## config.mk

```make
export PLATFORM = sky130hd
export DESIGN_NAME = apu_pulse_channel
export DESIGN_NICKNAME = d
export VERILOG_FILES = /design/src/apu_pkg.sv /design/src/apu_down_counter.sv /design/src/apu_envelope.sv /design/src/apu_length_counter.sv /design/src/apu_pulse_channel.sv /design/src/apu_pulse_regs.sv /design/src/apu_pulse_sequencer.sv
export SDC_FILE = /design/constraint.sdc
export NUM_CORES = 1
export LEC_CHECK = 0
export ABC_AREA = 1
export BUFFER_PORTS_ARGS = -buffer_cell sky130_fd_sc_hd__buf_2
export CORE_ASPECT_RATIO = 0.6
export CORE_MARGIN = 5
export CORE_UTILIZATION = 56
export CTS_CLUSTER_DIAMETER = 40
export DETAILED_ROUTE_END_ITERATION = 10
export GPL_ROUTABILITY_DRIVEN = 0
export PLACE_DENSITY = 0.8
export SLEW_MARGIN = 20
export SYNTH_ARGS = -nofsm -noshare
export SYNTH_HDL_FRONTEND = slang
export SYNTH_HIERARCHICAL = 1
export SYNTH_SLANG_ARGS = --single-unit
```

## constraint.sdc

```tcl
create_clock -name n_aclk -period 1.85 [get_ports n_aclk]
set_input_delay 0.37 -clock n_aclk [delete_from_list [all_inputs] [get_ports n_aclk]]
set_output_delay 0.37 -clock n_aclk [all_outputs]
set_load 0.02 [all_outputs]
```

## src/apu_pkg.sv

```systemverilog
// apu_pkg: register map, field widths, payload types, duty patterns and length lookup.
`default_nettype none

package apu_pkg;

	// cpu bus.
	localparam int addr_w = 2;
	localparam int data_w = 8;

	localparam logic [addr_w-1:0] reg_ctrl  = 2'd0;
	localparam logic [addr_w-1:0] reg_sweep = 2'd1;
	localparam logic [addr_w-1:0] reg_lo    = 2'd2;
	localparam logic [addr_w-1:0] reg_hi    = 2'd3;

	// register fields.
	localparam int duty_w      = 2;
	localparam int len_index_w = 5;

	typedef logic [10:0] timer_t;
	typedef logic [3:0]  env_t;
	typedef logic [7:0]  len_t;

	// periods below this are ultrasonic and get muted.
	localparam timer_t min_period = 11'd8;

	// one bit per sequencer step, step 0 in bit 0.
	localparam logic [7:0] duty_table [4] = '{
		8'b0000_0010,
		8'b0000_0110,
		8'b0001_1110,
		8'b1111_1001
	};

	// length counter reload values, indexed by the 5-bit field of register 3.
	localparam len_t length_table [32] = '{
		8'd10,  8'd254, 8'd20, 8'd2,
		8'd40,  8'd4,   8'd80, 8'd6,
		8'd160, 8'd8,   8'd60, 8'd10,
		8'd14,  8'd12,  8'd26, 8'd14,
		8'd12,  8'd16,  8'd24, 8'd18,
		8'd48,  8'd20,  8'd96, 8'd22,
		8'd192, 8'd24,  8'd72, 8'd26,
		8'd16,  8'd28,  8'd32, 8'd30
	};

endpackage

`default_nettype wire

```

## src/apu_down_counter.sv

```systemverilog
// apu_down_counter: synchronous down counter with load, clear, step and zero flag.
`default_nettype none

module apu_down_counter #(
	parameter type count_t = apu_pkg::len_t
) (
	input  wire    n_aclk,
	input  wire    rst,
	input  wire    load,
	input  count_t d,
	input  wire    clear,
	input  wire    step,
	output count_t q,
	output logic   zero
);

	assign zero = (q == count_t'(0));

	// load beats clear, clear beats step.
	always_ff @(posedge n_aclk) begin
		if (rst) begin
			q <= count_t'(0);
		end else if (load) begin
			q <= d;
		end else if (clear) begin
			q <= count_t'(0);
		end else if (step && !zero) begin
			q <= count_t'(q - 1'b1);
		end
	end

	// the count only ever goes up through a load.
	a_no_rise: assert property (
		@(posedge n_aclk) disable iff (rst)
		!load |=> (q <= $past(q))
	);

endmodule

`default_nettype wire

```

## src/apu_envelope.sv

```systemverilog
// apu_envelope: envelope divider, start flag and decay level.
`default_nettype none

module apu_envelope (
	input  wire           n_aclk,
	input  wire           rst,
	input  wire           quarter_frame,
	input  wire           restart,
	input  wire           loop,
	input  apu_pkg::env_t volume,
	output apu_pkg::env_t level
);

	logic          start_flag;
	apu_pkg::env_t decay;
	logic          div_load;
	logic          div_step;
	logic          div_zero;

	// the divider period is volume+1 quarter frames.
	assign div_load = quarter_frame && (start_flag || div_zero);
	assign div_step = quarter_frame && !start_flag;

	apu_down_counter #(
		.count_t(apu_pkg::env_t)
	) u_divider (
		.n_aclk(n_aclk),
		.rst   (rst),
		.load  (div_load),
		.d     (volume),
		.clear (1'b0),
		.step  (div_step),
		.q     (),
		.zero  (div_zero)
	);

	always_ff @(posedge n_aclk) begin
		if (rst) begin
			start_flag <= 1'b0;
		end else if (restart) begin
			start_flag <= 1'b1;
		end else if (quarter_frame) begin
			start_flag <= 1'b0;
		end
	end

	always_ff @(posedge n_aclk) begin
		if (rst) begin
			decay <= '0;
		end else if (quarter_frame) begin
			if (start_flag) begin
				decay <= '1;
			end else if (div_zero) begin
				if (decay != '0) begin
					decay <= decay - 1'b1;
				end else if (loop) begin
					decay <= '1;
				end
			end
		end
	end

	assign level = decay;

	// a pending start is consumed by the next quarter frame.
	a_start_taken: assert property (
		@(posedge n_aclk) disable iff (rst)
		(start_flag && quarter_frame && !restart) |=> (!start_flag && (level == '1))
	);

endmodule

`default_nettype wire

```

## src/apu_length_counter.sv

```systemverilog
// apu_length_counter: length counter with table load, halt and enable.
`default_nettype none

module apu_length_counter (
	input  wire                              n_aclk,
	input  wire                              rst,
	input  wire                              load,
	input  wire [apu_pkg::len_index_w-1:0]   len_index,
	input  wire                              enable,
	input  wire                              half_frame,
	input  wire                              halt,
	output logic                             active
);

	apu_pkg::len_t count;
	apu_pkg::len_t reload;
	logic          cnt_load;
	logic          cnt_clear;
	logic          cnt_step;
	logic          cnt_zero;

	assign reload = apu_pkg::length_table[len_index];

	// a disabled channel ignores loads and is forced silent.
	assign cnt_load  = load && enable;
	assign cnt_clear = !enable;
	assign cnt_step  = half_frame && !halt;

	apu_down_counter #(
		.count_t(apu_pkg::len_t)
	) u_length (
		.n_aclk(n_aclk),
		.rst   (rst),
		.load  (cnt_load),
		.d     (reload),
		.clear (cnt_clear),
		.step  (cnt_step),
		.q     (count),
		.zero  (cnt_zero)
	);

	assign active = !cnt_zero;

	// enable low empties the counter on the next edge.
	a_disable_clears: assert property (
		@(posedge n_aclk) disable iff (rst)
		!enable |=> (count == '0)
	);

	// while halted the count holds unless reloaded or cleared.
	a_halt_holds: assert property (
		@(posedge n_aclk) disable iff (rst)
		(halt && enable && !load) |=> $stable(count)
	);

	// a load with enable high always brings the channel alive.
	a_load_active: assert property (
		@(posedge n_aclk) disable iff (rst)
		(load && enable) |=> active
	);

endmodule

`default_nettype wire

```

## src/apu_pulse_channel.sv

```systemverilog
// apu_pulse_channel: pulse channel top with registered 4-bit sample.
`default_nettype none

module apu_pulse_channel (
	input  wire                          n_aclk,
	input  wire                          rst,
	input  wire                          wr,
	input  wire [apu_pkg::addr_w-1:0]    addr,
	input  wire [apu_pkg::data_w-1:0]    wdata,
	input  wire                          quarter_frame,
	input  wire                          half_frame,
	input  wire                          enable,
	output apu_pkg::env_t                sample,
	output logic                         length_active
);

	logic [apu_pkg::duty_w-1:0]      duty;
	logic                            halt_loop;
	logic                            const_vol;
	apu_pkg::env_t                   volume;
	apu_pkg::timer_t                 period;
	logic [apu_pkg::len_index_w-1:0] len_index;
	logic                            hi_write;
	apu_pkg::env_t                   env_level;
	logic                            wave;
	logic                            voiced;

	apu_pulse_regs u_regs (
		.n_aclk   (n_aclk),
		.rst      (rst),
		.wr       (wr),
		.addr     (addr),
		.wdata    (wdata),
		.duty     (duty),
		.halt_loop(halt_loop),
		.const_vol(const_vol),
		.volume   (volume),
		.period   (period),
		.len_index(len_index),
		.hi_write (hi_write)
	);

	apu_envelope u_envelope (
		.n_aclk       (n_aclk),
		.rst          (rst),
		.quarter_frame(quarter_frame),
		.restart      (hi_write),
		.loop         (halt_loop),
		.volume       (volume),
		.level        (env_level)
	);

	apu_length_counter u_length (
		.n_aclk    (n_aclk),
		.rst       (rst),
		.load      (hi_write),
		.len_index (len_index),
		.enable    (enable),
		.half_frame(half_frame),
		.halt      (halt_loop),
		.active    (length_active)
	);

	apu_pulse_sequencer u_sequencer (
		.n_aclk (n_aclk),
		.rst    (rst),
		.period (period),
		.duty   (duty),
		.restart(hi_write),
		.wave   (wave)
	);

	// silent when the length ran out, the period is too short, or the duty bit is low.
	assign voiced = length_active && (period >= apu_pkg::min_period) && wave;

	always_ff @(posedge n_aclk) begin
		if (rst) begin
			sample <= '0;
		end else if (voiced) begin
			sample <= const_vol ? volume : env_level;
		end else begin
			sample <= '0;
		end
	end

endmodule

`default_nettype wire

```

## src/apu_pulse_regs.sv

```systemverilog
// apu_pulse_regs: write-only pulse channel registers and register-3 write pulse.
`default_nettype none

module apu_pulse_regs (
	input  wire                                   n_aclk,
	input  wire                                   rst,
	input  wire                                   wr,
	input  wire  [apu_pkg::addr_w-1:0]            addr,
	input  wire  [apu_pkg::data_w-1:0]            wdata,
	output logic [apu_pkg::duty_w-1:0]            duty,
	output logic                                  halt_loop,
	output logic                                  const_vol,
	output apu_pkg::env_t                         volume,
	output apu_pkg::timer_t                       period,
	output logic [apu_pkg::len_index_w-1:0]       len_index,
	output logic                                  hi_write
);

	logic hi_hit;

	assign hi_hit = wr && (addr == apu_pkg::reg_hi);

	always_ff @(posedge n_aclk) begin
		if (rst) begin
			duty      <= '0;
			halt_loop <= 1'b0;
			const_vol <= 1'b0;
			volume    <= '0;
			period    <= '0;
			len_index <= '0;
			hi_write  <= 1'b0;
		end else begin
			// restarts the channel in the same cycle the new fields show up.
			hi_write <= hi_hit;
			if (wr) begin
				case (addr)
					apu_pkg::reg_ctrl: begin
						duty      <= wdata[7:6];
						halt_loop <= wdata[5];
						const_vol <= wdata[4];
						volume    <= wdata[3:0];
					end
					apu_pkg::reg_sweep: begin
						// no sweep unit on this channel, writes are dropped.
					end
					apu_pkg::reg_lo: begin
						period[7:0] <= wdata;
					end
					apu_pkg::reg_hi: begin
						len_index    <= wdata[7:3];
						period[10:8] <= wdata[2:0];
					end
					default: begin
					end
				endcase
			end
		end
	end

endmodule

`default_nettype wire

```

## src/apu_pulse_sequencer.sv

```systemverilog
// apu_pulse_sequencer: period timer and 8-step duty sequencer.
`default_nettype none

module apu_pulse_sequencer (
	input  wire                          n_aclk,
	input  wire                          rst,
	input  apu_pkg::timer_t              period,
	input  wire [apu_pkg::duty_w-1:0]    duty,
	input  wire                          restart,
	output logic                         wave
);

	logic       timer_zero;
	logic       timer_load;
	logic [2:0] seq_step;

	// counts period down to 0, so each step lasts period+1 cycles.
	assign timer_load = timer_zero || restart;

	apu_down_counter #(
		.count_t(apu_pkg::timer_t)
	) u_timer (
		.n_aclk(n_aclk),
		.rst   (rst),
		.load  (timer_load),
		.d     (period),
		.clear (1'b0),
		.step  (1'b1),
		.q     (),
		.zero  (timer_zero)
	);

	always_ff @(posedge n_aclk) begin
		if (rst) begin
			seq_step <= 3'd0;
		end else if (restart) begin
			seq_step <= 3'd0;
		end else if (timer_zero) begin
			// wraps at 8.
			seq_step <= seq_step + 3'd1;
		end
	end

	assign wave = apu_pkg::duty_table[duty][seq_step];

	// the step only moves on a timer expiry or a restart.
	a_step_on_zero: assert property (
		@(posedge n_aclk) disable iff (rst)
		(!timer_zero && !restart) |=> $stable(seq_step)
	);

endmodule

`default_nettype wire

```

==> metrics.md <==
| Metric | Value |
|---|---|
| Worst min-delay path category | `in -> reg` |
| Synth Flop Type | `dfxtp_1` |
| Max-Cap Viols | `0` |
| Synth Cell Area | `3990 sq um` |
| 1st-iter DRT viols | `386` |
| Leakage | `2.30 nW` |
| P&R area growth vs syn | `13.7%` |
| Gate count of the mapped netlist | `639` |
| Crit start category | `register` |
| Final WL | `9870 um` |
| Crit path kind | `reg -> reg` |
| DR DRC count | `0` |
| Global-route wire length before repair | `16700 um` |
| Final Hold Viols | `0` |
| Footprint of the multi-input gates | `2330 sq um` |
| RSZ-0062 raised after global routing | `yes` |
| Fillcell total | `593` |
| Worst-path clk slew | `0.06 ns` |
| Min Tclk post-route | `1.76 ns` |
| Initial Util | `0.587` |
| Fin cells | `761` |
| Hold slack | `0.302 ns` |
| Fmax | `568 MHz` |
| Initial antenna violation count | `0` |
| Syn Nets | `671` |
| Max FO, Critical Path | `8` |
| Netlist cell types | `41` |
| Worst setup path end | `u_sequencer/u_timer/q[9]$_SDFFE_PP0P_` |
| Die X | `119 um` |
| Reg2reg path depth | `13` |
| Top cells by area, synth | `dfxtp_1, nand2_1, nor2_1` |
| Worst-Skew Late Latency | `0.33 ns` |
| Tot Pwr | `5.77 mW` |
| Maximum VDD drop | `0.000655 V` |
| Antenna Nets Post-Route | `0` |
| Final worst path period share | `0.952` |
| Die height | `75.4 um` |
| Post-synth ARST share | `0` |
| Final Instance Area | `4530 sq um` |
| Clock skew | `0.00482 ns` |
| Post-synth top area cell | `dfxtp_1` |
| Root buf cell | `clkbuf_16` |
| DP Cell Count | `744` |
| Status | `completed` |
| Commonest cells in the netlist | `nand2_1, nor2_1, inv_1` |
| Reg2Reg Setup Slack | `0.09 ns` |
| Largest net degree at the start of global routing | `25` |
| Synthesis Warnings | `6` |
| Core ar. | `6790 sq um` |
| Remaining global-route overflow | `0` |
| CTS tree | `yes` |
| Slew Viols, Final | `0` |
| Top-count cell post-synth | `nand2_1` |
| Routed length per instance | `13.0 um` |
| Worst flop-to-flop path startpoint | `u_sequencer/u_timer/q[1]$_SDFFE_PP0P_` |
| Final Net Count | `701` |
| Hold path cells | `3` |
| Number of synthesized flops with an enable pin | `0` |
| HPWL Detailed | `7330 um` |
| Synthesized area per cell | `6.24 sq um` |
| Clk buf depth | `2` |
| Worst EP required | `2.12 ns` |
| Critical Path AT | `2.03 ns` |
| Critical path origin | `u_sequencer/u_timer/q[1]$_SDFFE_PP0P_` |
| I/O pin count | `21` |
| Clock buffer count from CTS | `9` |
| Share of cells above drive strength 1 | `0.169` |
| Routed vias | `3997` |
| Die area | `8960 sq um` |
| Placed Area | `4190 sq um` |
| Port bufs | `20` |
| Clock Sinks | `60` |
| Register area | `1200 sq um` |
| Avg Vias per Cell | `5.25` |
| Sequential area share after synthesis | `0.301` |
| Final setup violation count | `0` |
| Global router's overall resource usage | `0.235` |
| Ant. Diodes | `0` |
| Pre-CTS WS | `-0.0767 ns` |
| FF-to-FF End | `u_sequencer/u_timer/q[9]$_SDFFE_PP0P_` |
| Final worst slack | `0.0889 ns` |
| Yosys top cell area share | `0.301` |
| H-tree levels | `3` |
| Synth Register Bits | `60` |
| Pwr per Cell Area | `1270 nW/um^2` |
| Pre-Repair DR Iteration Count | `5` |
| Vias in the first global route | `3628` |
| Crit path capture type | `register` |
| Std-Cell Rows | `23` |
-- logic make-up (layout without fill, tap and decap cells) --
group,Yosys count,after routing,share of synthesized area
other,4,4,0.00377
DFF,60,60,0.301
and+or+nand+nor,391,391,0.435
xor gates and xnor gates,2,2,0.00440
adders and majority gates,16,16,0.0502
buffers and inverters,107,142,0.123
AOI/OAI and AO/OA,59,59,0.0819
-- report_power, final --
part | total [mW] | switching, mW | internal, mW
registers | 1.67 | 0.183 | 1.49
logic | 2.40 | 1.47 | 0.931
clock network | 1.69 | 0.640 | 1.05
-- worst max-delay path: stages (launching register included) --
cell and delay [ns]:
dfxtp_2 0.32, inv_1 0.07, ha_4 0.17, nand2_2 0.08, nor2_2 0.05, nand3_2 0.06, inv_1 0.05, or2_4 0.26
nor2_4 0.17, buf_12 0.15, nand2_8 0.08, nand2_1 0.11, nor2_1 0.05, nor2_1 0.09
-- what timing repair did --
item	4_1_cts	5_1_grt
setup buffers	0	0
cloned	1	0
pin swaps	1	2
gates resized for setup	9	10
setup endpoints to repair	10	12
endpoints found under the hold margin	0	0
hold buffers	0	0
-- worst min path at each step --
stage	to	slack (ns)	startpoint
final	u_regs/period[8]$_SDFFE_PP0P_	0.30	wdata[0]
after global routing	u_regs/period[8]$_SDFFE_PP0P_	0.31	wdata[0]
after CTS	u_regs/period[8]$_SDFFE_PP0P_	0.29	wdata[0]
after detailed placement	u_envelope/level[1]$_SDFFE_PP0P_	0.49	u_envelope/level[1]$_SDFFE_PP0P_
after global placement	u_envelope/level[0]$_SDFFE_PP0P_	0.47	u_envelope/level[0]$_SDFFE_PP0P_
after floorplan	u_envelope/level[0]$_SDFFE_PP0P_	0.44	rst
-- flip-flops by register name, indices dropped and copies added, names as in the netlist, 2 cells and up --
register / count
u_regs/len_index: 5
u_regs/volume: 4
sample: 4
u_sequencer/u_timer/q: 11
u_length/u_length/q: 8
u_regs/period: 11
u_regs/duty: 2
u_sequencer/seq_step: 3
u_envelope/u_divider/q: 4
u_envelope/level: 4
-- layout by cell type, fill, tap and decap left out, types with 4 or more instances in the layout --
master     count
o21ai_0       18
nand2_1      165
buf_2         21
clkbuf_16      9
conb_1         4
inv_1         71
buf_4         10
o21ai_1        8
a21oi_1       24
nor2_2         8
nor2_1       131
nand3_2        4
inv_2         19
nor3_1         5
nand3_1       48
nand2_2       12
dfxtp_1       59
nor2_4         5
ha_1          15
-- per-layer routing --
metal	vias to the layer above	global-route usage	share of wire
li1	2018	-	-
met1	1806	0.318	0.48
met2	156	0.377	0.42
met3	17	0.0497	0.084
met4	0	0.0886	0.017
met5	-	0	0
-- through the flow --
| stage | TNS (ns) | util |
|---|---|---|
| global placement | 0 | 0.617 |
| floorplan | 0 | - |
| detailed placement | -0.244 | 0.617 |
| global route | -0.00906 | 0.667 |
| CTS | 0 | 0.663 |
| finish | 0 | 0.667 |
-- layout make-up --
type | count | share of cell area
clock buffers | 9 | 0.0497
repair buffers | 33 | 0.0467
well taps | 87 | 0.0240
flip-flops and latches | 60 | 0.265
clock inverters | 7 | 0.0168
inverters | 93 | 0.0840
multi-input cells | 472 | 0.513
(Power assumes the default switching activity.)
